File: src/hdl/rv_isa_pkg.sv
`default_nettype none

package rv_isa_pkg;

    localparam int xlen = 32;

    // Major opcodes
    localparam logic [6:0] opcode_op     = 7'b0110011;
    localparam logic [6:0] opcode_op_imm = 7'b0010011;
    localparam logic [6:0] opcode_load   = 7'b0000011;
    localparam logic [6:0] opcode_store  = 7'b0100011;
    localparam logic [6:0] opcode_branch = 7'b1100011;
    localparam logic [6:0] opcode_jal    = 7'b1101111;
    localparam logic [6:0] opcode_jalr   = 7'b1100111;
    localparam logic [6:0] opcode_lui    = 7'b0110111;
    localparam logic [6:0] opcode_auipc  = 7'b0010111;

    localparam logic [2:0] f3_add_sub = 3'b000;
    localparam logic [2:0] f3_sll     = 3'b001;
    localparam logic [2:0] f3_slt     = 3'b010;
    localparam logic [2:0] f3_sltu    = 3'b011;
    localparam logic [2:0] f3_xor     = 3'b100;
    localparam logic [2:0] f3_srl_sra = 3'b101;
    localparam logic [2:0] f3_or      = 3'b110;
    localparam logic [2:0] f3_and     = 3'b111;

    localparam logic [2:0] f3_beq  = 3'b000;
    localparam logic [2:0] f3_bne  = 3'b001;
    localparam logic [2:0] f3_blt  = 3'b100;
    localparam logic [2:0] f3_bge  = 3'b101;
    localparam logic [2:0] f3_bltu = 3'b110;
    localparam logic [2:0] f3_bgeu = 3'b111;

    localparam logic [2:0] f3_lb  = 3'b000;
    localparam logic [2:0] f3_lh  = 3'b001;
    localparam logic [2:0] f3_lw  = 3'b010;
    localparam logic [2:0] f3_lbu = 3'b100;
    localparam logic [2:0] f3_lhu = 3'b101;
    localparam logic [2:0] f3_sb  = 3'b000;
    localparam logic [2:0] f3_sh  = 3'b001;
    localparam logic [2:0] f3_sw  = 3'b010;

    localparam logic [xlen-1:0] nop_instr = 32'h0000_0013; // addi x0, x0, 0

endpackage

`default_nettype wire

File: src/hdl/imm_gen.sv
`timescale 1ns/1ps
`default_nettype none

module imm_gen import rv_isa_pkg::*; (
    input  logic [xlen-1:0] instr,
    output logic [xlen-1:0] imm
);

    always_comb begin
        case (instr[6:0])
            opcode_op_imm, opcode_load, opcode_jalr:
                imm = {{20{instr[31]}}, instr[31:20]};
            opcode_store:
                imm = {{20{instr[31]}}, instr[31:25], instr[11:7]};
            opcode_branch:
                imm = {{19{instr[31]}}, instr[31], instr[7], instr[30:25], instr[11:8], 1'b0};
            opcode_lui, opcode_auipc:
                imm = {instr[31:12], 12'b0};
            opcode_jal:
                imm = {{11{instr[31]}}, instr[31], instr[19:12], instr[20], instr[30:21], 1'b0};
            default:
                imm = '0;
        endcase
    end

endmodule

`default_nettype wire

File: config.mk
export PLATFORM = sky130hd
export DESIGN_NAME = imm_gen
export DESIGN_NICKNAME = d
export VERILOG_FILES = /design/src/hdl/rv_isa_pkg.sv /design/src/hdl/imm_gen.sv
export SDC_FILE = /design/constraint.sdc
export NUM_CORES = 1
export LEC_CHECK = 0
export CAP_MARGIN = 20
export CORE_MARGIN = 4
export CORE_UTILIZATION = 40
export DETAILED_ROUTE_END_ITERATION = 8
export DONT_BUFFER_PORTS = 1
export GPL_TIMING_DRIVEN = 0
export PLACE_DENSITY_LB_ADDON = 0.3
export SLEW_MARGIN = 10
export SYNTH_ARGS = -nofsm -noshare
export SYNTH_HDL_FRONTEND = slang
export SYNTH_SLANG_ARGS = --single-unit
File: constraint.sdc
create_clock -name vclk -period 3
set_input_delay 0.15 -clock vclk [all_inputs]
set_output_delay 0.15 -clock vclk [all_outputs]
set_load 0.01 [all_outputs]
Word-level counts from Yosys, hierarchy flattened
Index checks and enable logic that the tools add are counted.
Cells by class
  $add $sub $neg: 0
  muxes and demuxes: 1
  $mul: 0
  shift-type cells: 0
  eq/ne operators: 8
  magnitude comparators: 0
  bitwise logic cells: 0
  div/mod/pow operators: 0
  reduce and logical (&&, ||, !) cells: 2
Operators by type and width (number)
  case mux 32 bit (5 select lines): 1
  equality test 7 bit, second input constant: 3
  equality test 7 x 5 -> 1 bit, second input constant: 2
  equality test 7 x 6 -> 1 bit, second input constant: 2
  equality test 7 x 2 -> 1 bit, second input constant: 1
  OR reduction 3 bit: 1
  OR reduction 2 bit: 1
Storage, ports and cells
  output and inout bits: 32
  logic and storage cells: 11
  ROM bits: 0
  memory bits (writable): 0
  bits of input ports: 32
  latch bits: 0
  memories kept: 0
  flip-flop bits (word level): 0

Longest topological paths before layout
  word-level depth: 3
  mapped depth: 5
  depth with buffers taken out: 3

Least setup slack after synthesis
No wires, ideal clock.
  path kind: input to output
  start point: input instr[2]
  end point: output imm[20]
  arrival time: 1133 ps
  path buffers: 2
  slack: 1717 ps
  required time: 2850 ps
  stages: 5
  cells stage by stage: buf_4 -> and4bb_2 -> a2bb2oi_2 -> buf_2 -> o21ai_0
On the way
  longest elaborated chain between the ends: 3
  elaborated cells on any way between the ends: 11
  classes of those cells: eq/ne: 8; mux: 1; reduce/logical: 2
Ends and longest elaborated chain
  from (decl): RTL line imm_gen.sv:5  | input logic [xlen-1:0] instr,
  equality test 7 x 5 -> 1 bit, or another cell as far along: RTL line imm_gen.sv:10  | case (instr[6:0])
  OR reduction 3 bit or OR reduction 2 bit (tied branches): RTL line imm_gen.sv:10
  case mux 32 bit (5 select lines) (*): RTL line imm_gen.sv:10
  to (decl): RTL line imm_gen.sv:6  | output logic [xlen-1:0] imm
Mark *: on every way between the ends. The rest lies on a longest branch, timed or not.

Final worst setup path
  start point: input instr[5]
  end point: output imm[20]
Same word-level chain as after synthesis.

==> reports/metrics.json <==
{
  "outcome": {
    "result_of_the_run": "completed"
  },
  "floorplanning": {
    "core_area_um2": 1300,
    "initial_core_util_pct": 42.0,
    "die_area_um2": 2020,
    "floorplan.rows": 13,
    "dieHeight_um": 45.0,
    "die_x_um": 45.0,
    "floorplan.io_pins": 64
  },
  "logic_synthesis": {
    "yosysWarningCount": 0,
    "netlist.top_cell.by_area": "sky130_fd_sc_hd__a21o_2",
    "synth_cell_type_count": 33,
    "synth-seq-area-share_pct": 0,
    "synth_cells": 79,
    "synth_mux_area_share_pct": 1.83,
    "syn_area_um2": 547,
    "post-synth-top-area-fraction_pct": 12.8,
    "synth.cells.most_frequent": "13 x sky130_fd_sc_hd__nand3_1, 12 x sky130_fd_sc_hd__o21ai_0, 8 x sky130_fd_sc_hd__a21o_2",
    "synth.net_count": 111,
    "synth-simple-area-share_pct": 41.6,
    "main_combinational_cell_family_by_area_after_synthesis": "compound AO/OA/AOI/OAI gates",
    "post_synthesis_xor_xnor_area_fraction_pct": 0,
    "synth.avg_cell_area_um2": 6.92,
    "synth.most_common_cell": "sky130_fd_sc_hd__nand3_1",
    "adder_cell_area_share_of_the_yosys_netlist_pct": 0,
    "post_synth_main_area_contributors": "sky130_fd_sc_hd__a21o_2 13%, sky130_fd_sc_hd__nand3_1 12%, sky130_fd_sc_hd__o21ai_0 11%",
    "synth_compound_area_share_pct": 46.7
  },
  "pwr": {
    "max_vdd_drop_uv": 31.3,
    "total_power_divided_by_cell_area_nw_per_um2": 79.4,
    "power.leakage_uw": 0.000240
  },
  "final_layout": {
    "num_antenna_cells": 0,
    "finalCoreUtilization_pct": 43.5,
    "final-seq-area_um2": 0,
    "fin_cells": 94,
    "layout.clock_buffers": 0,
    "layout-drive-gt1-share_pct": 26.6,
    "final_net_count": 113,
    "area_overhead_vs_synth_pct": 3.43,
    "sequential_cell_count": 0,
    "fillerInstances": 141
  },
  "sta": {
    "fin_crit_ps": 1460,
    "period_share_pct": 48.6,
    "final_critical_path_setup_slack_ps": 1540,
    "worst_hold_slack_ps": 423,
    "slew-limit-headroom_pct": 70.7,
    "timing.final.setup_violations": 0,
    "rsz0062_at_grt": "no",
    "fmaxAchievable_mhz": 686,
    "worst_pin_slew_ps": 438,
    "hold_viol_final": 0,
    "finalMaxSlewViolations": 0,
    "fin_tns_setup_ps": 0
  },
  "clocking": {
    "ctsResizeCount": 0,
    "post_cts.repair.setup_buffers": 0,
    "cts_hold_buffers": 0
  },
  "setup_path": {
    "critical_path_buffer_and_inverter_count": 2,
    "cp_data_required_time_ps": 2850,
    "timing.critical_path.slowest_cell_delay_ps": 340,
    "timing.critical_path.cells": "buf_2, mux2i_1, a2bb2oi_2, buf_2, o21ai_0",
    "cp_data_arrival_time_ps": 1310,
    "worstSetupStartpointType": "primary input",
    "cp_slowest_cell": "sky130_fd_sc_hd__o21ai_0",
    "ws_path_type": "in -> out",
    "cp_max_fo": 10,
    "timing.critical_path.from": "instr[5]",
    "timing.critical_path.to_type": "output pin",
    "cell_type_group_with_the_largest_total_delay_on_the_critical_path": "compound AO/OA/AOI/OAI gates",
    "timing.critical_path.mode_cell": "sky130_fd_sc_hd__buf_2"
  },
  "grt": {
    "antenna_found_initial": 0,
    "grt_pass1_vias": 544,
    "grt_overflow_total": 0,
    "globalRouteTotalUtil_pct": 13.8,
    "pin_count_of_the_biggest_net_entering_global_routing": 11,
    "grt_first_pass_wirelength_mm": 2.26
  },
  "placement": {
    "globalplace.congestion": 0.752,
    "half_perimeter_wire_length_after_placement_mm": 1.32,
    "port_buffers": 0,
    "place_worst_setup_slack_ps": 1540,
    "dpl.cell_count": 94
  },
  "routing": {
    "number_of_iterations_in_the_first_detailed_routing_pass": 6,
    "detail_route.vias_per_cell": 6.60,
    "post_drt_wl_per_cell_um": 16.6,
    "final_antenna_net_count": 0,
    "drt-initial-drc-count": 17,
    "detailroute.via_count": 620,
    "drc": 0,
    "wl_mm": 1.56
  },
  "min_path": {
    "hold_path.class": "in -> out",
    "hold_start": "instr[31]"
  },
  "job": {
    "maxCapViolCount": 0
  }
}
worst paths after layout:
kind / endpoint / depth (start not counted)
max: imm[20] / 5
min: imm[31] / 1
final cells by class:
cell class                 instances  area (um2)  share of cell area, %
buffer                             9        50.0                   8.85
inverter                           1        3.75                  0.664
multi-input combinational         69         493                   87.2
tap                               15        18.8                   3.32
where the power goes:
group | total, uW | internal (uW) | switching, uW
Clock | 0 | 0 | 0
Combinational | 44.9 | 19.1 | 25.8
Sequential | 0 | 0 | 0
Total | 44.9 | 19.1 | 25.8
metrics by stage:
step	total power (uW)	cell area, um2
4_1_cts	45.3	566
3_5_place_dp	45.0	566
6_report	44.9	566
5_1_grt	49.5	566
2_1_floorplan	39.3	547
3_3_place_gp	44.9	566
cells in the final DEF, fill, tap and decap left out, types with 2 or more instances in the layout:
master and n:
sky130_fd_sc_hd__o21ai_0 12, sky130_fd_sc_hd__nor2b_1 4, sky130_fd_sc_hd__clkbuf_1 3, sky130_fd_sc_hd__nand3_1 13, sky130_fd_sc_hd__o21a_1 2, sky130_fd_sc_hd__buf_2 4
sky130_fd_sc_hd__and2b_1 3, sky130_fd_sc_hd__a21o_2 8, sky130_fd_sc_hd__nand2_1 2, sky130_fd_sc_hd__a22o_1 4, sky130_fd_sc_hd__and3b_2 2
logic make-up (layout without fill, tap and decap cells):
kind of cell / count (synthesis) / after routing
compound gates: 33 / 33
mux: 1 / 1
buf+inv: 10 / 10
simple gates: 35 / 35
per-layer routing:
metal / up-vias / global-route usage, % / part of all wire, %
met5: - / 0 / 0
met4: 0 / 0 / 0
met3: 0 / 2.79 / 14
met2: 48 / 23.2 / 45
met1: 271 / 19.3 / 41
li1: 301 / - / -
No activity file was read; power rests on OpenSTA's default activity.
