File: src/hdl/rv_isa_pkg.sv
`default_nettype none

package rv_isa_pkg;

    localparam int xlen = 32;

    // Major opcodes
    localparam logic [6:0] opcode_op     = 7'b0110011;
    localparam logic [6:0] opcode_op_imm = 7'b0010011;
    localparam logic [6:0] opcode_load   = 7'b0000011;
    localparam logic [6:0] opcode_store  = 7'b0100011;
    localparam logic [6:0] opcode_branch = 7'b1100011;
    localparam logic [6:0] opcode_jal    = 7'b1101111;
    localparam logic [6:0] opcode_jalr   = 7'b1100111;
    localparam logic [6:0] opcode_lui    = 7'b0110111;
    localparam logic [6:0] opcode_auipc  = 7'b0010111;

    localparam logic [2:0] f3_add_sub = 3'b000;
    localparam logic [2:0] f3_sll     = 3'b001;
    localparam logic [2:0] f3_slt     = 3'b010;
    localparam logic [2:0] f3_sltu    = 3'b011;
    localparam logic [2:0] f3_xor     = 3'b100;
    localparam logic [2:0] f3_srl_sra = 3'b101;
    localparam logic [2:0] f3_or      = 3'b110;
    localparam logic [2:0] f3_and     = 3'b111;

    localparam logic [2:0] f3_beq  = 3'b000;
    localparam logic [2:0] f3_bne  = 3'b001;
    localparam logic [2:0] f3_blt  = 3'b100;
    localparam logic [2:0] f3_bge  = 3'b101;
    localparam logic [2:0] f3_bltu = 3'b110;
    localparam logic [2:0] f3_bgeu = 3'b111;

    localparam logic [2:0] f3_lb  = 3'b000;
    localparam logic [2:0] f3_lh  = 3'b001;
    localparam logic [2:0] f3_lw  = 3'b010;
    localparam logic [2:0] f3_lbu = 3'b100;
    localparam logic [2:0] f3_lhu = 3'b101;
    localparam logic [2:0] f3_sb  = 3'b000;
    localparam logic [2:0] f3_sh  = 3'b001;
    localparam logic [2:0] f3_sw  = 3'b010;

    localparam logic [xlen-1:0] nop_instr = 32'h0000_0013; // addi x0, x0, 0

endpackage

`default_nettype wire

File: src/hdl/regfile.sv
`timescale 1ns/1ps
`default_nettype none

module regfile import rv_isa_pkg::*; (
    input  logic            clk,
    input  logic            rst,
    input  logic [4:0]      rs1,
    input  logic [4:0]      rs2,
    output logic [xlen-1:0] rs1_data,
    output logic [xlen-1:0] rs2_data,
    input  logic            we,
    input  logic [4:0]      rd,
    input  logic [xlen-1:0] rd_data
);

    logic [xlen-1:0] regs [32];

    always_ff @(posedge clk) begin
        if (rst) begin
            for (int i = 0; i < 32; i++) begin
                regs[i] <= '0;
            end
        end else if (we && rd != 5'd0) begin
            regs[rd] <= rd_data;
        end
    end

    assign rs1_data = (rs1 == 5'd0) ? '0 : regs[rs1]; // x0 reads zero
    assign rs2_data = (rs2 == 5'd0) ? '0 : regs[rs2];

endmodule

`default_nettype wire

File: config.mk
export PLATFORM = sky130hd
export DESIGN_NAME = regfile
export DESIGN_NICKNAME = d
export VERILOG_FILES = /design/src/hdl/rv_isa_pkg.sv /design/src/hdl/regfile.sv
export SDC_FILE = /design/constraint.sdc
export NUM_CORES = 2
export LEC_CHECK = 0
export BUFFER_PORTS_ARGS = -buffer_cell sky130_fd_sc_hd__buf_2
export CORE_MARGIN = 1.5
export CORE_UTILIZATION = 55
export DETAILED_ROUTE_END_ITERATION = 7
export GPL_ROUTABILITY_DRIVEN = 0
export PLACE_DENSITY_LB_ADDON = 0.15
export SKIP_LAST_GASP = 1
export SYNTH_ARGS = -nofsm -noshare
export SYNTH_HDL_FRONTEND = slang
export SYNTH_SLANG_ARGS = --single-unit
File: constraint.sdc
create_clock -name clk -period 4.2 [get_ports clk]
set_input_delay 0.42 -clock clk [delete_from_list [all_inputs] [get_ports clk]]
set_output_delay 0.42 -clock clk [all_outputs]
set_load 0.01 [all_outputs]
# ---- Word level (Yosys, flattened, before mapping)
# Memory sizes are Yosys's and may differ from the RTL's.
# Index checks and enable logic that the tools add are counted.
dict set report word_totals {
  regBits 0
  ram_bits 1024
  inputBits 50
  output_inout_bits 64
  elab_cells 16
  mem_count 1
}
dict set report op_classes {
  muxes 10
  reduce_logical 5
}
# name words word_bits read_ports rd_clocked_by_memory_dff wr line_no
set mem_list {}
lappend mem_list {regs 32 32 2 0 32 regfile.sv:16} ;# logic [xlen-1:0] regs [32];
# operator count
set op_table {}
lappend op_table {{32-bit two-way mux} 3}
lappend op_table {{32-bit OR reduction} 1}
lappend op_table {{5-bit logical NOT} 2}
lappend op_table {{1-bit two-way mux} 6}
lappend op_table {{5-bit two-way mux} 1}
lappend op_table {{5-bit nonzero test} 1}
lappend op_table {{1-bit logical AND} 1}

# ---- Longest topological paths before layout
dict set report depth {
  word_depth 7
  mapped_depth 9
  mapped_depth_nobuf 4
}

# ---- Worst setup path before layout
# OpenSTA, ideal clock, no wires.
dict set report synth_path {
  kind {input-to-output}
  from {input port rs2[2]}
  to {output port rs2_data[15]}
  t_arrival_ns 2.080
  t_required_ns 3.780
  setup_slack_ns 1.700
  cell_stages 7
  path_buffers 3
  cell_sequence {buf_2 -> buf_2 -> buf_1 -> mux4_2 -> a22o_1 -> a2111oi_1 -> nor3_1}
}
dict set report synth_via {
  elab_chain_cells 2
  word_cells_on_any_way 3
  classes_between {mux (1); reduce/logical (1); memory (1)}
}
# item line_no
set synth_rtl {}
lappend synth_rtl {{start, declared} regfile.sv:8} ;# input logic [4:0] rs2,
lappend synth_rtl {{memory read 32 x 32 bit / 5-bit logical NOT (equally long branches)} n/a}
lappend synth_rtl {{32-bit two-way mux *} regfile.sv:29} ;# assign rs2_data = (rs2 == 5'd0) ? '0 : regs[rs2];
lappend synth_rtl {{end, declared} regfile.sv:10} ;# output logic [xlen-1:0] rs2_data,
# Mark *: on every way between the ends. The rest lies on a longest branch, timed or not.

# ---- Worst setup path after layout
dict set report layout_path {
  from {input port rs2[3]}
  to {output port rs2_data[17]}
}
# The elaborated chain is that of the path after synthesis.

==> summary.md <==
| Metric | Value |
|---|---|
| Largest net degree at the start of global routing | `between 60 and 70` |
| Pwr/cell area | `between 400 and 500 nW/um2` |
| DRT Wirelength | `about 180 mm` |
| ANT nets after route | `0` |
| Placed Cells | `between 4000 and 5000` |
| YS warnings | `0` |
| Largest regs | `regs: 1024 flops` |
| Largest cells by area after synthesis | `edfxtp_1 57%, mux4_2 20%, and2_1 11%, mux2i_1 2.8%, clkbuf_1 1.9%` |
| LEAKAGE | `20.9 nW` |
| IO Pins | `about 110` |
| Post-Syn Area | `between 50000 and 60000 um2` |
| Hold_ws | `0.352 ns` |
| Status | `finished, final reports clean` |
| Setup CP Type | `in2out` |
| Hold path depth | `2` |
| Min-delay src | `rd_data[12]` |
| Seq/Total Area, Yosys | `between 50% and 60%` |
| Die W | `~320 um` |
| DRC violations left | `0` |
| Fin nets | `around 3600` |
| Post-cts sizing count | `0` |
| #FFs+latches synth | `between 1000 and 1500` |
| Worst path required time | `around 3.8 ns` |
| CTS buffer count | `between 100 and 150` |
| EDFF count, synth | `1024` |
| Die height | `317 um` |
| Die ar. | `101000 um2` |
| Non-filler cells, final | `around 4900` |
| Crit-path max FO | `27` |
| Crit start category | `input port` |
| Relative slew slack | `around a quarter` |
| Pins Over Slew Limit | `0` |
| Yosys cell types | `42` |
| Ys async rst share | `0%` |
| Slowest CP cell | `nor3_1` |
| Min-delay worst type | `in2reg` |
| Hold Violations, Final | `0` |
| DP Area | `approximately 57000 um2` |
| CORE AREA | `around 98000 um2` |
| Vias per std cell | `slightly above 7` |
| Fmax | `255 MHz` |
| Syn_area_per_cell | `around 15 um2` |
| Num Clock Sinks | `roughly 1000` |
| Site Rows | `~120` |
| Root Buffer | `clkbuf_16` |
| Post-CTS setup buffer count | `0` |
| CTS H-tree lvls | `3` |
| Fraction of final layout cells with drive strength greater than 1 | `around 28%` |
| Fill count | `a little over 7000` |
| Tot Pwr | `25.0 mW` |
| Worst-path clk slew | `about 0.06 ns` |
| Drt wl/cell | `between 30 and 40 um` |
| DR vias | `about 35000` |
| Setup TNS | `0 ns` |
| Area Overhead vs Synth | `11.1%` |
| Worst-Margin Slew | `roughly 1.1 ns` |
| Top cell type's share of synthesized area | `approximately 57%` |
| Detailed placer's ending HPWL | `109 mm` |
| Final Util | `61.4%` |
| Hold Path Sink | `regs[10][12]` |
| Yosys top cell by area | `edfxtp_1` |
| PortBufs | `~110` |
| Peak VDD IR | `0.000312 V` |
| Worst path cell trace | `buf_2 > nor2b_4 > buf_4 > a22o_1 > a2111oi_1 > buf_4 > nor3_1 > buf_2` |
| TritonCTS clock tree | `yes` |
| Initial antenna violation count | `8` |
| Gr ovfl total | `0` |
| Vias in the first global route | `roughly 35000` |
| Top_reg_cell synth | `edfxtp_1` |
| Crit path buffers/inverters | `4` |
| RSZ-0062 raised after global routing | `false` |
| Worst Path Arrival | `3.51 ns` |
| CP Depth | `8` |
| Final worst slack | `0.273 ns` |
| Delay-heaviest family, CP | `buffers and inverters` |
| Max Cap Viol | `0` |
| Final setup fails | `0` |
| Max stage delay on crit path | `~0.71 ns` |
| Top reg by flops | `regs` |
| Final instance area | `around 60000 um2` |
| First-pass GRT wire length | `around 250 mm` |
| DRC marker count from the first detailed-route iteration | `between 5000 and 6000` |
| Detailed-router iteration count before antenna repair | `8` |
| Initial core utilization | `55.3%` |
| CTS max path bufs | `3` |
| Largest register FFs | `approximately 1000` |
| Period Utilization, post-route | `93.5%` |
| Mapped Cells | `about 3500` |
| Crit end category | `output port` |
| Total track usage | `~36%` |
| Pre-CTS setup slack | `0.401 ns` |
| Hold_buf cts | `0` |
| Min Clock Period, post-route | `between 3 and 4 ns` |
[synthesized netlist by cell type, drive strengths merged, types with 3 or more instances]
master	count
a22o	51
nor2b	14
or3b	4
clkbuf	271
a221oi	4
mux2i	150
o22ai	103
and2	995
and3	3
a32o	4
nor4	6
mux2	30
or2	33
a21oi	12
nor3	54
nand3b	5
mux4	472
o21ai	4
nor2	36
a22oi	16
nand2	7
buf	116
nor4b	3
nand3	5
edfxtp	1024
a2111oi	55
a211oi	7
nand2b	5
[cell families (layout without fill, tap and decap cells)]
group / after synthesis / count (layout) / synth area share, %
AO/OA/AOI/OAI: 259 / 259 / 3.65
buffers and inverters: 389 / 484 / 3.35
other: 1 / 39 / 0.00691
AND/OR/NAND/NOR: 1177 / 1177 / 13.3
multiplexers: 652 / 652 / 23.0
flip-flops: 1024 / 1024 / 56.7
[power by group]
group / leakage (nW) / internal [mW] / switching, mW
clock: 1.74 / 5.77 / 4.07
sequential: 9.75 / 11.8 / 0.314
combinational: 9.43 / 1.28 / 1.75
total: 20.9 / 18.9 / 6.13
[how the worst max path moves through the flow]
stage | start | endpoint | slack [ns]
after detailed placement | rs2[2] | rs2_data[25] | 0.40
after global routing | rs2[3] | rs2_data[3] | 0.35
after CTS | rs2[2] | rs2_data[25] | 0.39
after floorplan | rs2[2] | rs2_data[15] | 1.70
after global placement | rs2[2] | rs2_data[25] | 0.53
final | rs2[3] | rs2_data[17] | 0.27
[cell type report]
type / instances / area (um2) / share of cell area [%]
sequential: 1024 / 30700 / 51.0
multi-input combinational: 2120 / 21900 / 36.4
clock buffer: 129 / 2890 / 4.79
timing repair buffer: 286 / 2410 / 4.00
tap: 1287 / 1610 / 2.67
clock inverter: 67 / 687 / 1.14
antenna: 7 / 17.5 / 0.0291
inverter: 2 / 7.51 / 0.0125
[routing by layer]
metal	up-vias	global-route usage (%)	part of all wire, %
met5	-	0	0.019
met4	4	18.1	5.6
met3	486	7.49	11
met2	2565	55.9	47
met1	18000	48.3	36
li1	13600	-	-
[layout by cell type (no fill, tap or decap), types with 30 or more instances in the layout]
master and n:
nor2_2 31, buf_2 107, clkbuf_16 113, clkinv_1 31
a22o_1 51, mux2_2 30, mux2i_1 150, nor3_1 54
or2_2 33, edfxtp_1 1024, a2111oi_1 41, and2_1 994
conb_1 32, o22ai_1 103, mux4_2 472, buf_4 134
buf_12 40
No activity file was read; power rests on OpenSTA's default activity.
