`src/hdl/core_ctrl_pkg.sv`:
```
`default_nettype none

package core_ctrl_pkg;

    localparam int imem_depth = 256; // Words
    localparam int dmem_depth = 256; // Words

    typedef enum logic [4:0] {
        alu_add, alu_sub, alu_sll, alu_slt, alu_sltu, alu_xor, alu_or, alu_and,
        alu_srl, alu_sra, alu_pass_b,
        alu_beq, alu_bne, alu_blt, alu_bge, alu_bltu, alu_bgeu
    } alu_op_e;

    typedef enum logic [1:0] {br_none, br_branch, br_jal, br_jalr} br_type_e;

    typedef enum logic [1:0] {mem_byte, mem_half, mem_word} mem_size_e;

    typedef enum logic [1:0] {wb_none, wb_alu, wb_load, wb_ret_addr} wb_sel_e;

    typedef struct packed {
        alu_op_e   alu_op;
        logic      reg_we;
        br_type_e  br_type;
        logic      mem_we;
        logic      mem_re;
        mem_size_e mem_size;
        logic      mem_unsigned;
        logic      op1_pc;       // PC instead of rs1
        logic      op2_reg;      // rs2 instead of immediate
        wb_sel_e   wb_sel;
    } ctrl_t;

    typedef struct packed {
        logic        valid;
        logic [31:0] pc;
        logic [4:0]  rd;
        logic [31:0] data;
    } commit_t;

endpackage

`default_nettype wire

```
`src/hdl/rv_isa_pkg.sv`:
```
`default_nettype none

package rv_isa_pkg;

    localparam int xlen = 32;

    // Major opcodes
    localparam logic [6:0] opcode_op     = 7'b0110011;
    localparam logic [6:0] opcode_op_imm = 7'b0010011;
    localparam logic [6:0] opcode_load   = 7'b0000011;
    localparam logic [6:0] opcode_store  = 7'b0100011;
    localparam logic [6:0] opcode_branch = 7'b1100011;
    localparam logic [6:0] opcode_jal    = 7'b1101111;
    localparam logic [6:0] opcode_jalr   = 7'b1100111;
    localparam logic [6:0] opcode_lui    = 7'b0110111;
    localparam logic [6:0] opcode_auipc  = 7'b0010111;

    localparam logic [2:0] f3_add_sub = 3'b000;
    localparam logic [2:0] f3_sll     = 3'b001;
    localparam logic [2:0] f3_slt     = 3'b010;
    localparam logic [2:0] f3_sltu    = 3'b011;
    localparam logic [2:0] f3_xor     = 3'b100;
    localparam logic [2:0] f3_srl_sra = 3'b101;
    localparam logic [2:0] f3_or      = 3'b110;
    localparam logic [2:0] f3_and     = 3'b111;

    localparam logic [2:0] f3_beq  = 3'b000;
    localparam logic [2:0] f3_bne  = 3'b001;
    localparam logic [2:0] f3_blt  = 3'b100;
    localparam logic [2:0] f3_bge  = 3'b101;
    localparam logic [2:0] f3_bltu = 3'b110;
    localparam logic [2:0] f3_bgeu = 3'b111;

    localparam logic [2:0] f3_lb  = 3'b000;
    localparam logic [2:0] f3_lh  = 3'b001;
    localparam logic [2:0] f3_lw  = 3'b010;
    localparam logic [2:0] f3_lbu = 3'b100;
    localparam logic [2:0] f3_lhu = 3'b101;
    localparam logic [2:0] f3_sb  = 3'b000;
    localparam logic [2:0] f3_sh  = 3'b001;
    localparam logic [2:0] f3_sw  = 3'b010;

    localparam logic [xlen-1:0] nop_instr = 32'h0000_0013; // addi x0, x0, 0

endpackage

`default_nettype wire

```
`src/hdl/alu.sv`:
```
`timescale 1ns/1ps
`default_nettype none

module alu import rv_isa_pkg::*, core_ctrl_pkg::*; (
    input  alu_op_e         op,
    input  logic [xlen-1:0] a,
    input  logic [xlen-1:0] b,
    output logic [xlen-1:0] result,
    output logic            taken
);

    always_comb begin
        result = '0;
        taken  = 1'b0;
        case (op)
            alu_add:    result = a + b;
            alu_sub:    result = a - b;
            alu_sll:    result = a << b[4:0];
            alu_slt:    result = {{(xlen-1){1'b0}}, $signed(a) < $signed(b)};
            alu_sltu:   result = {{(xlen-1){1'b0}}, a < b};
            alu_xor:    result = a ^ b;
            alu_or:     result = a | b;
            alu_and:    result = a & b;
            alu_srl:    result = a >> b[4:0];
            alu_sra:    result = $signed(a) >>> b[4:0];
            alu_pass_b: result = b; // LUI
            alu_beq:    taken  = (a == b);
            alu_bne:    taken  = (a != b);
            alu_blt:    taken  = ($signed(a) < $signed(b));
            alu_bge:    taken  = ($signed(a) >= $signed(b));
            alu_bltu:   taken  = (a < b);
            alu_bgeu:   taken  = (a >= b);
            default:    ;
        endcase
    end

endmodule

`default_nettype wire

```
`config.mk`:
```
export PLATFORM = sky130hd
export DESIGN_NAME = alu
export DESIGN_NICKNAME = d
export VERILOG_FILES = /design/src/hdl/core_ctrl_pkg.sv /design/src/hdl/rv_isa_pkg.sv /design/src/hdl/alu.sv
export SDC_FILE = /design/constraint.sdc
export NUM_CORES = 1
export LEC_CHECK = 0
export CORE_MARGIN = 5
export CORE_UTILIZATION = 30
export DETAILED_ROUTE_END_ITERATION = 7
export DONT_BUFFER_PORTS = 1
export PLACE_DENSITY = 0.46
export SYNTH_ARGS = -nofsm -noshare
export SYNTH_HDL_FRONTEND = slang
export SYNTH_SLANG_ARGS = --single-unit
```
`constraint.sdc`:
```
create_clock -name vclk -period 11.2
set_input_delay 2.24 -clock vclk [all_inputs]
set_output_delay 2.24 -clock vclk [all_outputs]
set_load 0.005 [all_outputs]
```
# ---- Yosys cells after proc, flatten, opt, wreduce, memory -nomap -nowiden
# Cells that the tools add are included.
dict set report totals {
  wordCells 33
  register_bits 0
  out_inout_bits 33
  inputBits 69
}
dict set report classes {
  reduce_logical 1
  add_sub_neg 2
  n_lt_le_gt_ge 4
  n_eq_ne 18
  shifts 3
  bitwise_logic 3
  mux 2
}
# op n
set ops {}
lappend ops {{32-bit one-hot mux with 11 select lines} 1}
lappend ops {{32-bit greater-or-equal comparator} 2}
lappend ops {{32-bit less-than comparator} 2}
lappend ops {{5-bit by 4-bit == test with 1-bit output (second input constant)} 8}
lappend ops {{32-bit adder} 1}
lappend ops {{32-bit AND} 1}
lappend ops {{32-bit == test} 1}
lappend ops {{32-bit != test} 1}
lappend ops {{32-bit bitwise OR} 1}
lappend ops {{32-bit by 5-bit left shift with 32-bit output} 1}
lappend ops {{32-bit by 5-bit right shift with 32-bit output} 1}
lappend ops {{32-bit by 5-bit >>> shifter with 32-bit output} 1}
lappend ops {{32-bit subtractor} 1}
lappend ops {{32-bit bitwise XOR} 1}
lappend ops {{5-bit by 3-bit == test with 1-bit output (second input constant)} 4}
lappend ops {{5-bit by 2-bit == test with 1-bit output (second input constant)} 2}
lappend ops {{1-bit one-hot mux with 6 select lines} 1}
lappend ops {{5-bit by 1-bit == test with 1-bit output (second input constant)} 1}
lappend ops {{5-bit == test (second input constant)} 1}
lappend ops {{5-bit zero test} 1}

# ---- Longest topological paths before layout
dict set report logic_depth {
  word_depth 2
  mapped_depth 17
  depth_no_buf 12
}

# ---- Worst setup path before layout
# OpenSTA, ideal clock, no wires.
dict set report synth_path {
  kind {in2out}
  from {input port b[2]}
  to {output port result[18]}
  arrival_ns 5.592
  required_ns 8.960
  stages 15
  setup_slack_ns 3.368
  n_path_buf 4
  cell_sequence {clkbuf_1 > inv_2 > clkbuf_1 > clkbuf_1 > ha_1 > buf_2 > o21ba_2 > or4_1 > a21oi_2 > nor3_2 > o31ai_4 > a21oi_2 > a211oi_2 > a21oi_1 > or4_1}
}
dict set report synth_via {
  elab_chain_cells 2
  elab_cells_between_ends 6
  cone_classes {2 x add/sub; 3 x shift; 1 x mux}
}
# item line_no
set synth_rtl {}
lappend synth_rtl {{start: declaration} alu.sv:7} ;# input logic [xlen-1:0] b,
lappend synth_rtl {{32-bit subtractor (tied with other cells)} alu.sv:17} ;# alu_sub: result = a - b;
lappend synth_rtl {{32-bit one-hot mux with 11 select lines *} alu.sv:15} ;# case (op)
lappend synth_rtl {{end: declaration} alu.sv:8} ;# output logic [xlen-1:0] result,
# Mark *: on every way between the ends. The rest lies on a longest branch, timed or not.

# ---- Worst setup path after layout
dict set report layout_path {
  from {input port b[2]}
  to {output port result[29]}
}
# The elaborated chain is that of the path after synthesis.

==> metrics.md <==
| Metric | Value |
|---|---|
| HPWL after detailed placement | `38.25 mm` |
| Result of the run | `completed` |
| Critical path's slowest cell | `sky130_fd_sc_hd__a2111oi_1` |
| Start point of the critical path | `b[2]` |
| Net switching power | `276.3 uW` |
| Fraction of final layout cells with drive strength greater than 1 | `0.07474` |
| Quantity of I/O buffers inserted on ports | `0` |
| Placer's final routability congestion estimate | `1.009` |
| Area of the core region | `30510 um2` |
| Slew at the pin with the worst max-slew slack | `1.010 ns` |
| Area of the multi-input gates | `8367 um2` |
| WS Path Type | `in2out` |
| CTS hold repair buffers | `0` |
| Warnings, synthesis | `0` |
| Part of the power in registers | `0` |
| Arrival time of the worst setup path | `5.82 ns` |
| Combined buffer and inverter count along the critical path | `2` |
| Vias/cell | `6.736` |
| Number of flip-flops and latches | `0` |
| Crit path max-delay family | `compound AO/OA/AOI/OAI gates` |
| Share of total power consumed by net switching | `0.6443` |
| Worst hold slack across all endpoints | `4.554 ns` |
| Final number of hold-violating endpoints | `0` |
| Global-route wire length before repair | `71.93 mm` |
| Post-layout power | `428.8 uW` |
| Footprint of the flip-flops and latches | `0 um2` |
| Pin count of the biggest net entering global routing | `90` |
| Total internal power | `152.5 uW` |
| Number of violations of the max-capacitance limit | `0` |
| Total GRT Usage | `0.2743` |
| Number of fill cells in the layout | `3406` |
| Count of standard-cell rows | `64` |
| Maximum net fanout on the critical path | `62` |
| Post-CTS Resized | `0` |
| Max-slew headroom at the worst pin | `0.3211` |
| Biggest area contributors in the synthesized netlist | `sky130_fd_sc_hd__ha_1 13%, sky130_fd_sc_hd__mux4_2 11%, sky130_fd_sc_hd__nor2_1 7.4%, sky130_fd_sc_hd__a21oi_1 6.9%, sky130_fd_sc_hd__nand2_1 4.6%` |
| Time the final worst path needs with I/O delays and setup | `8.060 ns` |
| Leakage | `0.003671 uW` |
| Pwr Density | `45.92 nW/um2` |
| Post-placement worst setup slack | `3.309 ns` |
| Crit start category | `input pin` |
| Number of clock buffers in the layout | `0` |
| Top-area cell type share of the netlist area | `0.1313` |
| Syn nets | `1541` |
| Antenna violation net count after detailed routing | `0` |
| Setup-violating endpoint count in the final report | `0` |
| Timing-limited maximum frequency | `0.1241 GHz` |
| Total standard cell area after synthesis | `9243 um2` |
| Gate count after technology mapping | `1373` |
| Detailed Route WL | `49.36 mm` |
| Remaining design rule violation count | `0` |
| IO Count | `102` |
| Area enclosed by the die boundary | `34420 um2` |
| Number of different library cells in the post-synthesis netlist | `86` |
| Combinational Power Share | `1.000` |
| First-pass DRT Iterations | `8` |
| Post-CTS repair timing setup buffer count | `0` |
| Average cell area after synthesis | `6.732 um2` |
| Critical Path Sink Type | `output pin` |
| Wire per inst | `29.61 um` |
| Required time of the worst setup path | `8.96 ns` |
| Stage delay of the slowest cell on the critical path | `0.83 ns` |
| Die Span Y | `185.5 um` |
| Die Span X | `185.5 um` |
| Cell-by-cell trace of the critical path | `inv_2, buf_4, ha_1, o211ai_1, o211a_1, nor4_1, a2111oi_1, o31ai_1, a21bo_1, a21oi_1, nor2_1, or3_1` |
| Signed area change from the synthesized netlist to the final layout | `1.042%` |
| Fin nets | `1441` |
| GRT Residual Overflow | `0` |
| Least setup slack across all paths after layout | `3.140 ns` |
| Final-layout setup total negative slack | `0 ns` |
| Effective utilization at floorplan | `0.3029` |
| Antenna violations before repair | `0` |
| Via count of the first global-routing pass | `10390` |
| RSZ-0062 raised after global routing | `false` |
| Worst hold path startpoint | `op[4]` |
| Cell type with the largest total area after synthesis | `sky130_fd_sc_hd__ha_1` |
| Part of the total power dissipated in the clock network | `0` |
| Hold WC Path Type | `in2out` |
| Fin crit share | `0.7196` |
| Final count of pins violating max slew | `0` |
| Total via count in the routed design | `11230` |
| Instance area at placement | `9339 um2` |
| Design Area, Final | `9339 um2` |
| Violation count after the first detailed-routing iteration | `1319` |
| Ant. Diodes | `0` |
| Max IR drop VDD | `14.93 uV` |
| Sequential-to-total area share from yosys stat | `0` |
## cell families after synthesis
family | after synthesis | synth area share
xor+xnor | 3 | 0.002843
fa+ha+maj | 99 | 0.1356
mux | 87 | 0.1592
simple gates | 456 | 0.2274
buf+inv | 215 | 0.09733
compound gates | 513 | 0.3776
## per-stage QoR
stage / instances / utilization
floorplan: 1373 / -
global placement: 1667 / 0.3061
detailed placement: 1667 / 0.3061
CTS: 1667 / 0.3061
global route: 1667 / 0.3061
finish: 1667 / 0.3061
## power groups by stage
stage	Combinational, uW	Sequential, uW	Clock [uW]
6_report	429	0	0
5_1_grt	457	0	0
4_1_cts	417	0	0
3_5_place_dp	414	0	0
3_3_place_gp	417	0	0
2_1_floorplan	316	0	0
## layer usage
metal / vias up / track usage / share of wire
met4: 0 / 0.08074 / 0.039
met1: 5453 / 0.3802 / 0.42
met2: 677 / 0.4374 / 0.45
met3: 98 / 0.04749 / 0.097
li1: 5001 / - / -
met5: - / 0 / 0
## cell type report
type	count	area share
multi-input combinational	1158	0.8959
tap	396	0.05305
inverter	99	0.03979
timing repair buffer	14	0.01125
## cells in the mapped netlist (all sizes together) (20+ instances only)
library cell  number
nor2             181
a21oi            130
nand2            114
ha                97
inv               97
o21ai             95
clkbuf            75
mux4              47
buf               41
nor3              31
mux2i             30
a211oi            29
nand3             27
a221oi            26
o211ai            25
o22ai             23
nand4             20
## path summary, 6_finish.rpt
kind | end | slack [ns] | cells past startpoint
worst min-delay path | taken | 4.55 | 1
worst max-delay path | result[29] | 3.14 | 12
## placed cells by master, fill, tap and decap left out, drive strengths merged, types with 25 or more instances in the layout
cell type,count
nor3,31
a221oi,26
a211oi,29
o211ai,25
mux4,47
a21oi,130
mux2i,30
ha,97
o21ai,95
nand2,114
nand3,27
nor2,181
inv,97
Note: power is estimated with default switching activity, not from simulation.
