--- src/hdl/core_ctrl_pkg.sv ---
`default_nettype none

package core_ctrl_pkg;

    localparam int imem_depth = 256; // Words
    localparam int dmem_depth = 256; // Words

    typedef enum logic [4:0] {
        alu_add, alu_sub, alu_sll, alu_slt, alu_sltu, alu_xor, alu_or, alu_and,
        alu_srl, alu_sra, alu_pass_b,
        alu_beq, alu_bne, alu_blt, alu_bge, alu_bltu, alu_bgeu
    } alu_op_e;

    typedef enum logic [1:0] {br_none, br_branch, br_jal, br_jalr} br_type_e;

    typedef enum logic [1:0] {mem_byte, mem_half, mem_word} mem_size_e;

    typedef enum logic [1:0] {wb_none, wb_alu, wb_load, wb_ret_addr} wb_sel_e;

    typedef struct packed {
        alu_op_e   alu_op;
        logic      reg_we;
        br_type_e  br_type;
        logic      mem_we;
        logic      mem_re;
        mem_size_e mem_size;
        logic      mem_unsigned;
        logic      op1_pc;       // PC instead of rs1
        logic      op2_reg;      // rs2 instead of immediate
        wb_sel_e   wb_sel;
    } ctrl_t;

    typedef struct packed {
        logic        valid;
        logic [31:0] pc;
        logic [4:0]  rd;
        logic [31:0] data;
    } commit_t;

endpackage

`default_nettype wire

--- src/hdl/rv_isa_pkg.sv ---
`default_nettype none

package rv_isa_pkg;

    localparam int xlen = 32;

    // Major opcodes
    localparam logic [6:0] opcode_op     = 7'b0110011;
    localparam logic [6:0] opcode_op_imm = 7'b0010011;
    localparam logic [6:0] opcode_load   = 7'b0000011;
    localparam logic [6:0] opcode_store  = 7'b0100011;
    localparam logic [6:0] opcode_branch = 7'b1100011;
    localparam logic [6:0] opcode_jal    = 7'b1101111;
    localparam logic [6:0] opcode_jalr   = 7'b1100111;
    localparam logic [6:0] opcode_lui    = 7'b0110111;
    localparam logic [6:0] opcode_auipc  = 7'b0010111;

    localparam logic [2:0] f3_add_sub = 3'b000;
    localparam logic [2:0] f3_sll     = 3'b001;
    localparam logic [2:0] f3_slt     = 3'b010;
    localparam logic [2:0] f3_sltu    = 3'b011;
    localparam logic [2:0] f3_xor     = 3'b100;
    localparam logic [2:0] f3_srl_sra = 3'b101;
    localparam logic [2:0] f3_or      = 3'b110;
    localparam logic [2:0] f3_and     = 3'b111;

    localparam logic [2:0] f3_beq  = 3'b000;
    localparam logic [2:0] f3_bne  = 3'b001;
    localparam logic [2:0] f3_blt  = 3'b100;
    localparam logic [2:0] f3_bge  = 3'b101;
    localparam logic [2:0] f3_bltu = 3'b110;
    localparam logic [2:0] f3_bgeu = 3'b111;

    localparam logic [2:0] f3_lb  = 3'b000;
    localparam logic [2:0] f3_lh  = 3'b001;
    localparam logic [2:0] f3_lw  = 3'b010;
    localparam logic [2:0] f3_lbu = 3'b100;
    localparam logic [2:0] f3_lhu = 3'b101;
    localparam logic [2:0] f3_sb  = 3'b000;
    localparam logic [2:0] f3_sh  = 3'b001;
    localparam logic [2:0] f3_sw  = 3'b010;

    localparam logic [xlen-1:0] nop_instr = 32'h0000_0013; // addi x0, x0, 0

endpackage

`default_nettype wire

--- src/hdl/control.sv ---
`timescale 1ns/1ps
`default_nettype none

module control import rv_isa_pkg::*, core_ctrl_pkg::*; (
    input  logic [xlen-1:0] instr,
    output ctrl_t           ctrl
);

    logic [6:0] opcode;
    logic [2:0] f3;
    logic       alt;

    assign opcode = instr[6:0];
    assign f3     = instr[14:12];
    assign alt    = instr[30]; // Selects sub and sra

    always_comb begin
        ctrl          = '0;
        ctrl.alu_op   = alu_add;
        ctrl.br_type  = br_none;
        ctrl.mem_size = mem_word;
        ctrl.wb_sel   = wb_none;
        case (opcode)
            opcode_op, opcode_op_imm: begin
                ctrl.reg_we  = 1'b1;
                ctrl.op2_reg = (opcode == opcode_op);
                ctrl.wb_sel  = wb_alu;
                case (f3)
                    f3_add_sub: ctrl.alu_op = (ctrl.op2_reg && alt) ? alu_sub : alu_add;
                    f3_sll:     ctrl.alu_op = alu_sll;
                    f3_slt:     ctrl.alu_op = alu_slt;
                    f3_sltu:    ctrl.alu_op = alu_sltu;
                    f3_xor:     ctrl.alu_op = alu_xor;
                    f3_srl_sra: ctrl.alu_op = alt ? alu_sra : alu_srl;
                    f3_or:      ctrl.alu_op = alu_or;
                    f3_and:     ctrl.alu_op = alu_and;
                endcase
            end
            opcode_lui: begin
                ctrl.reg_we = 1'b1;
                ctrl.alu_op = alu_pass_b;
                ctrl.wb_sel = wb_alu;
            end
            opcode_auipc: begin
                ctrl.reg_we = 1'b1;
                ctrl.op1_pc = 1'b1;
                ctrl.wb_sel = wb_alu;
            end
            opcode_jal: begin
                ctrl.reg_we  = 1'b1;
                ctrl.op1_pc  = 1'b1;
                ctrl.br_type = br_jal;
                ctrl.wb_sel  = wb_ret_addr;
            end
            opcode_jalr: begin
                ctrl.reg_we  = 1'b1;
                ctrl.br_type = br_jalr;
                ctrl.wb_sel  = wb_ret_addr;
            end
            opcode_branch: begin
                ctrl.op2_reg = 1'b1;
                ctrl.br_type = br_branch;
                case (f3)
                    f3_beq:  ctrl.alu_op = alu_beq;
                    f3_bne:  ctrl.alu_op = alu_bne;
                    f3_blt:  ctrl.alu_op = alu_blt;
                    f3_bge:  ctrl.alu_op = alu_bge;
                    f3_bltu: ctrl.alu_op = alu_bltu;
                    f3_bgeu: ctrl.alu_op = alu_bgeu;
                    default: ctrl.br_type = br_none; // Reserved funct3
                endcase
            end
            opcode_load: begin
                ctrl.reg_we       = 1'b1;
                ctrl.mem_re       = 1'b1;
                ctrl.wb_sel       = wb_load;
                ctrl.mem_unsigned = (f3 == f3_lbu) || (f3 == f3_lhu);
                case (f3)
                    f3_lb, f3_lbu: ctrl.mem_size = mem_byte;
                    f3_lh, f3_lhu: ctrl.mem_size = mem_half;
                    f3_lw:         ctrl.mem_size = mem_word;
                    default: begin
                        ctrl.reg_we = 1'b0;
                        ctrl.mem_re = 1'b0;
                    end
                endcase
            end
            opcode_store: begin
                ctrl.mem_we = 1'b1;
                case (f3)
                    f3_sb:   ctrl.mem_size = mem_byte;
                    f3_sh:   ctrl.mem_size = mem_half;
                    f3_sw:   ctrl.mem_size = mem_word;
                    default: ctrl.mem_we = 1'b0;
                endcase
            end
            default: ; // Unsupported, no side effects
        endcase
    end

endmodule

`default_nettype wire

--- config.mk ---
export PLATFORM = sky130hd
export DESIGN_NAME = control
export DESIGN_NICKNAME = d
export VERILOG_FILES = /design/src/hdl/core_ctrl_pkg.sv /design/src/hdl/rv_isa_pkg.sv /design/src/hdl/control.sv
export SDC_FILE = /design/constraint.sdc
export NUM_CORES = 1
export LEC_CHECK = 0
export BUFFER_PORTS_ARGS = -buffer_cell sky130_fd_sc_hd__buf_4
export CORE_AREA = 2 2 39 41
export DETAILED_ROUTE_END_ITERATION = 12
export DIE_AREA = 0 0 41 43
export PLACE_DENSITY = 0.89
export REMOVE_ABC_BUFFERS = 1
export SYNTH_ARGS = -nofsm -noshare
export SYNTH_HDL_FRONTEND = slang
export SYNTH_SLANG_ARGS = --single-unit
--- constraint.sdc ---
create_clock -name vclk -period 1
set_input_delay 0.05 -clock vclk [all_inputs]
set_output_delay 0.05 -clock vclk [all_outputs]
set_load 0.1 [all_outputs]
# After elaboration in Yosys (flattened, before gate mapping)
# Cells that the tools add are included.
dict set report classes {
  n_reduce_logical 13
  eq_ne 16
  mux 19
}
# op count
set ops {}
lappend ops {{5-bit one-hot mux with 8 select lines} 1}
lappend ops {{5-bit one-hot mux with 6 select lines} 1}
lappend ops {{7-bit by 6-bit == test with 1-bit output (second input constant)} 3}
lappend ops {{7-bit == test (second input constant)} 3}
lappend ops {{5-bit one-hot mux with 3 select lines} 1}
lappend ops {{7-bit by 5-bit == test with 1-bit output (second input constant)} 2}
lappend ops {{3-bit == test (second input constant)} 4}
lappend ops {{2-bit one-hot mux with 2 select lines} 3}
lappend ops {{2-bit one-hot mux with 3 select lines} 2}
lappend ops {{6-bit OR reduction} 2}
lappend ops {{2-bit OR reduction} 5}
lappend ops {{1-bit two-way mux} 9}
lappend ops {{7-bit by 2-bit == test with 1-bit output (second input constant)} 1}
lappend ops {{3-bit by 2-bit == test with 1-bit output (second input constant)} 2}
lappend ops {{5-bit OR reduction} 1}
lappend ops {{1-bit one-hot mux with 2 select lines} 2}
lappend ops {{4-bit OR reduction} 1}
lappend ops {{3-bit by 1-bit == test with 1-bit output (second input constant)} 1}
lappend ops {{3-bit logical NOT} 1}
lappend ops {{3-bit OR reduction} 1}
lappend ops {{1-bit logical AND} 1}
lappend ops {{1-bit logical OR} 1}
dict set report word_totals {
  wordCells 48
  regBits 0
  out_inout_bits 17
  in_bits 32
}

# Longest topological paths before layout
# Gate-level depths: netlist of the first run.
dict set report logic_depth {
  depth_word 5
  ltp_mapped 5
  ltp_nobuf 4
}

# Worst setup path after synthesis of the first run
# Ideal clock, no wire load.
dict set report synth_timing {
  path_type {input-to-output}
  startpoint {input port instr[2]}
  endpoint {output port ctrl[4] (netlist bit)}
  path_buffers 0
  path_stages 3
  t_arrival_ns 3.808
  required_time_ns 0.950
  setup_slack_ns -2.858
  path_cell_list {nand4bb_4 > or3_4 > nor4b_1}
}
# item line_no
set synth_rtl {}
lappend synth_rtl {{start: declaration} control.sv:5} ;# input logic [xlen-1:0] instr,
lappend synth_rtl {{end: declaration} control.sv:6} ;# output ctrl_t ctrl

==> qor_table.md, run 1 <==
| Item | Value | Unit |
| --- | --- | --- |
| Half-perimeter wire length after placement | 1372 | um |
| Die ar. | 1763 | um2 |
| Min Tclk post-route | 1.450 | ns |
| Crit path capture type | output port | - |
| Starting Density | 27.94 | % |
| Uppermost signal routing layer after detailed routing | met4 | - |
| Peak Freq | 0.6897 | GHz |
| GP Congestion | 0.9054 | - |
| End point of the most critical hold path | ctrl[9] | - |
| Maximum number of pins on one net before global-route repair | 8 | - |
| Sum of internal, switching and leakage power | 0.4426 | mW |
| Via-per-instance ratio | 5.765 | - |
| Initial DRC Count | 36 | - |
| Number of different library cells in the post-synthesis netlist | 32 | - |
| Critical-path cell list | buf_6, nand4bb_4, or3_4, a211o_1, nor2_2, buf_12 | - |
| Synthesized area per cell | 6.338 | um2 |
| Number of clock buffer instances in the layout | 0 | - |
| # port buffers | 28 | - |
| Met3 wire length | 134 | um |
| Cell count after placement | 128 | - |
| Number of inserted diodes | 0 | - |
| Startpoint of the tightest hold check path | instr[3] | - |
| Number of violations of the max-capacitance limit | 0 | - |
| Worst rel slew slack | 75.03 | % |
| Number of slew-limit violations in the final report | 0 | - |
| Core footprint | 1384 | um2 |
| Top-level I/O count | 49 | - |
| Status | complete, but fails checks | - |
| Post-DRT Antenna Nets | 0 | - |
| Crit Path Class | in2out | - |
| Peak supply drop | 0.0002403 | V |
| Flip-flop and latch count | 0 | - |
| Total grt overflow | 0 | - |
| Combined area of all synthesized cells | 386.6 | um2 |
| Kind of cell adding the most delay to the critical path | simple AND/OR/NAND/NOR gates | - |
| CP max-delay cell | sky130_fd_sc_hd__or3_4 | - |
| WL final | 2859 | um |
| Violations in the final reports | setup timing | - |
| Tightest Pin Transition | 0.3738 | ns |
| Register area | 0 | um2 |
| Post-layout net count | 154 | - |
| RSZ-0062 raised after global routing | true | - |
| Yosys warnings | 0 | - |
| Sequential share of the synthesized area | 0 | % |
| Crit share post-route | 145.0 | % |
| Crit path buffers/inverters | 2 | - |
| Layout fillers | 54 | - |
| Number of standard cells in the final layout excluding fillers | 136 | - |
| Number of failing hold endpoints at the final stage | 0 | - |
| Data arrival time of the critical path | 1.40 | ns |
| Nature of the critical path startpoint | primary input | - |
| Cts hold-fix bufs | 0 | - |
| First-pass GRT wire length | 3325 | um |
| Total DRC errors in the routed layout | 0 | - |
| Area delta synth->final | 226.2 | % |
| Maximum fanout along the worst path | 5 | - |
| 1st-pass router iterations | 4 | - |
| Share of final-layout standard cells stronger than drive strength 1 | 77.50 | % |
| CP Data Required Time | 0.95 | ns |
| Vias in the first global route | 741 | - |
| Post-placement cell area | 805.8 | um2 |
| Aggregate global-route resource usage | 26.40 | % |
| Row cnt | 14 | - |
| Horizontal die dimension | 41 | um |
| Worst Setup Slack, final | -0.4499 | ns |
| Peak per-stage delay on the critical path | 0.39 | ns |
| Leakage power of the design | 0.5194 | nW |
| Final Util | 91.14 | % |
| Hold Path Stages | 4 | - |
| Avg WL per Cell | 21.02 | um |
| Number of vias in the routed layout | 784 | - |
| DR WL met2 | 1447 | um |
| Count of mapped cells out of synthesis | 61 | - |
| Tightest hold margin | 0.5147 | ns |
| Met1 Wirelength | 1204 | um |
| Final setup vio count | 16 | - |
| Antenna violations before repair | 0 | - |
| Die H | 43 | um |
| Final non-filler cell area | 1261 | um2 |
| Power density over cell area | 350.9 | nW/um2 |
| Type of the tightest min-delay check | in2out | - |
==> power by group <==
part	internal [mW]	switching, mW
Combinational	0.205	0.238
Clock	0	0
Sequential	0	0
Total	0.205	0.238
==> worst min-delay path, stage by stage <==
cell and delay (ns):
sky130_fd_sc_hd__buf_6 0.08, sky130_fd_sc_hd__buf_6 0.11, sky130_fd_sc_hd__nor4_4 0.04, sky130_fd_sc_hd__buf_6 0.17
==> area by class of cell <==
type | instances | area (um2) | share of cell area [%]
Timing Repair Buffer | 64 | 686.9 | 54.46
Multi-Input combinational cell | 54 | 546.8 | 43.35
Tap cell | 16 | 20.02 | 1.587
Inverter | 2 | 7.507 | 0.5952
==> cell usage in the layout, fill, tap and decap left out, drive strengths merged <==
cell     synthesis  layout
nor4             1       1
o22a             1       1
buf              2      61
a31oi            2       2
o21a             1       1
o22ai            1       1
o31ai            1       1
o21bai           2       2
a211o            1       1
a2111oi          1       1
nor3             3       3
a21oi            4       4
nand3b           2       2
nor4bb           1       1
or2              1       1
nor2b            2       2
clkbuf           3       3
or3              2       2
nand2            6       6
nor4b            1       1
a211oi           4       4
inv              2       2
nor2             5       5
nand3            1       1
nand2b           1       1
mux2i            1       1
and3b            1       1
nand4bb          1       1
o21ai            7       7
==> cells by family after synthesis <==
group / share of synthesized area (%)
buffers and inverters: 7.444
muxes: 2.589
and+or+nand+nor: 47.25
AOI/OAI and AO/OA: 42.72
==> worst max path at each step <==
| stage | cells past startpoint | end | slack, ns | startpoint |
|---|---|---|---|---|
| CTS | 6 | ctrl[5] | -0.43 | instr[2] |
| global placement | 6 | ctrl[5] | -0.46 | instr[2] |
| detailed placement | 6 | ctrl[5] | -0.52 | instr[2] |
| finish | 6 | ctrl[5] | -0.45 | instr[2] |
| global route | 6 | ctrl[5] | -0.49 | instr[2] |
| floorplan | 3 | ctrl[4] | -2.86 | instr[2] |
==> cells in the mapped netlist (2+ instances only) <==
cell type | number | share of area [%]
sky130_fd_sc_hd__buf_2 | 2 | 2.6
sky130_fd_sc_hd__clkbuf_1 | 3 | 2.9
sky130_fd_sc_hd__nor2_1 | 4 | 3.9
sky130_fd_sc_hd__inv_1 | 2 | 1.9
sky130_fd_sc_hd__a21oi_1 | 4 | 5.2
sky130_fd_sc_hd__nor2b_1 | 2 | 3.2
sky130_fd_sc_hd__o21bai_1 | 2 | 3.9
sky130_fd_sc_hd__a211oi_1 | 3 | 5.8
sky130_fd_sc_hd__nand3b_1 | 2 | 3.9
sky130_fd_sc_hd__a31oi_1 | 2 | 3.2
sky130_fd_sc_hd__nor3_1 | 3 | 3.9
sky130_fd_sc_hd__nand2_1 | 6 | 5.8
sky130_fd_sc_hd__o21ai_0 | 7 | 9.1
==> what timing repair did <==
item                                    CTS  global route
hold endpoints to repair                  0             0
gates resized for setup                  53            39
endpoints found under the setup margin   16            17
setup buffers                             6             3
pin swaps                                11             8
==> layer usage <==
layer / GRT usage, % / vias up
met1: 32.70 / 378
met5: 0 / -
li1: - / 358
met4: 7.333 / 0
met3: 2.094 / 8
met2: 45.63 / 40
==> metrics by stage <==
step                setup WS (ns)  TNS, ns
detailed placement        -0.5154   -5.539
floorplan                  -2.858   -25.59
finish                    -0.4499   -4.644
CTS                       -0.4269   -3.816
global placement          -0.4603   -5.130
global route              -0.4854   -5.184
Power figures use the tool's default switching activity.
==> run 2, diff against run 1 <==
- CELL_PAD_IN_SITES_DETAIL_PLACEMENT: default -> 2
- CELL_PAD_IN_SITES_GLOBAL_PLACEMENT: default -> 2
- CORE_AREA: 2 2 39 41 -> default
- CORE_UTILIZATION: default -> 12
- DIE_AREA: 0 0 41 43 -> default
==> qor_table.md, run 2 (synthesis results as in run 1) <==
| Item | Value | Unit | Delta |
| --- | --- | --- | --- |
| Status | complete, but fails checks | - |  |
| Violations in the final reports | setup timing | - |  |
| Aggregate global-route resource usage | 19.23 | % | -7.2 points |
| Antenna violations before repair | 0 | - | unchanged |
| Tightest Pin Transition | 0.3554 | ns | -0.01841 ns |
| CP Data Required Time | 0.95 | ns | about the same |
| Top-level I/O count | 49 | - | unchanged |
| Layout fillers | 329 | - | +510% |
| First-pass GRT wire length | 4912 | um | +48% |
| Peak Freq | 0.6699 | GHz | -2.9% |
| Worst rel slew slack | 76.05 | % | +1.0 points |
| Tightest hold margin | 0.5232 | ns | +0.008435 ns |
| 1st-pass router iterations | 4 | - | unchanged |
| Met1 Wirelength | 1440 | um | +20% |
| Flip-flop and latch count | 0 | - | unchanged |
| Number of failing hold endpoints at the final stage | 0 | - | unchanged |
| Initial DRC Count | 26 | - | -28% |
| # port buffers | 28 | - | unchanged |
| Leakage power of the design | 0.5477 | nW | +5.4% |
| Post-placement cell area | 833.3 | um2 | +3.4% |
| Number of inserted diodes | 0 | - | unchanged |
| Maximum fanout along the worst path | 5 | - | unchanged |
| Data arrival time of the critical path | 1.44 | ns | +0.04 ns |
| Die ar. | 3453 | um2 | +96% |
| WL final | 3607 | um | +26% |
| CP max-delay cell | sky130_fd_sc_hd__or3_4 | - |  |
| Number of violations of the max-capacitance limit | 0 | - | unchanged |
| Worst Setup Slack, final | -0.4927 | ns | -0.04282 ns |
| Sum of internal, switching and leakage power | 0.4684 | mW | +5.8% |
| Horizontal die dimension | 58.76 | um | +43% |
| Crit Path Class | in2out | - |  |
| Area delta synth->final | 247.6 | % |  |
| Final Util | 44.02 | % | -47 points |
| Crit share post-route | 149.3 | % | +4.3 points |
| Commonest cells after routing, fill and taps aside | sky130_fd_sc_hd__buf_4 (35), sky130_fd_sc_hd__buf_6 (20), sky130_fd_sc_hd__buf_12 (11) | - |  |
| Nature of the critical path startpoint | primary input | - |  |
| Met3 wire length | 105 | um | -22% |
| RSZ-0062 raised after global routing | true | - |  |
| Power density over cell area | 348.6 | nW/um2 | -0.66% |
| Min Tclk post-route | 1.493 | ns | +0.04282 ns |
| Fin Setup TNS | -5.166 | ns | -0.5225 ns |
| Share of final-layout standard cells stronger than drive strength 1 | 78.23 | % | +0.73 points |
| Leading cell type in the layout, fill and taps excluded | sky130_fd_sc_hd__buf_4 | - |  |
| Number of standard cells in the final layout excluding fillers | 168 | - | +24% |
| Total DRC errors in the routed layout | 0 | - | unchanged |
| Post-DRT Antenna Nets | 0 | - | unchanged |
| Peak per-stage delay on the critical path | 0.40 | ns | about the same |
| DR WL met2 | 1993 | um | +38% |
| Total grt overflow | 0 | - | unchanged |
| Kind of cell adding the most delay to the critical path | simple AND/OR/NAND/NOR gates | - |  |
| Post-layout net count | 158 | - | +2.6% |
| Core footprint | 3053 | um2 | +120% |
| Number of slew-limit violations in the final report | 0 | - | unchanged |
| Dpl ws | -0.5270 | ns | -0.01161 ns |
| Number of clock buffer instances in the layout | 0 | - | unchanged |
| Half-perimeter wire length after placement | 1911 | um | +39% |
| Cell count after placement | 155 | - | +21% |
| Crit path buffers/inverters | 2 | - | unchanged |
| GP Congestion | 0.8514 | - | -6.0% |
| Number of vias in the routed layout | 769 | - | -1.9% |
| Via-per-instance ratio | 4.577 | - | -21% |
| Crit path capture type | output port | - |  |
| Type of the tightest min-delay check | in2out | - |  |
| Final non-filler cell area | 1344 | um2 | +6.5% |
| Peak supply drop | 0.0001296 | V | -46% |
| Die H | 58.76 | um | +37% |
| Register area | 0 | um2 | unchanged |
| Critical-path cell list | buf_6, nand4bb_4, or3_4, nor4bb_1, buf_4 | - |  |
| Vias in the first global route | 899 | - | +21% |
| Final setup vio count | 17 | - | +1 |
| Row cnt | 20 | - | +6 |
| Uppermost signal routing layer after detailed routing | met4 | - |  |
| Starting Density | 12.66 | % | -15 points |
| Avg WL per Cell | 21.47 | um | +2.1% |
| Maximum number of pins on one net before global-route repair | 9 | - | +1 |
run 2: cell types whose count changed in the layout (fill, tap and decap cells not counted), sizes merged:
cell and delta:
buf +7, clkbuf -3
run 2: layout make-up:
type,count,area [um2],share of cell area (%)
tap,44,55.05,4.097
inverter,2,7.507,0.5587
multi-input combinational,54,543.0,40.41
timing repair buffer,68,738.2,54.93
run 2: final timing paths:
check	slack (ns)	end	cells after the start	from
worst max-delay path	-0.49	ctrl[8]	5	instr[2]
worst min-delay path	0.52	ctrl[14]	3	instr[12]
run 2: tightest hold or removal path, cell delays in order:
cell and delay, ns:
sky130_fd_sc_hd__buf_4 0.15, sky130_fd_sc_hd__a211oi_2 0.09, sky130_fd_sc_hd__buf_6 0.18
run 2: routing by layer:
layer  up-vias  global-route usage [%]
li1        359                       -
met1       381                   23.15
met2        25                   38.15
met3         4                  0.4396
met4         0                   2.721
met5         -                       0
run 2: report_power, final:
part,leakage [nW],total (mW),switching [mW],internal (mW)
Combinational,0.548,0.468,0.253,0.215
Sequential,0,0,0,0
Clock,0,0,0,0
run 2: repair_timing:
item / 4_1_cts / 5_1_grt
gates resized for setup: 89 / 11
setup endpoints to repair: 17 / 17
hold buffers: 0 / 0
pin swaps: 20 / 9
buffers inserted: 12 / 3
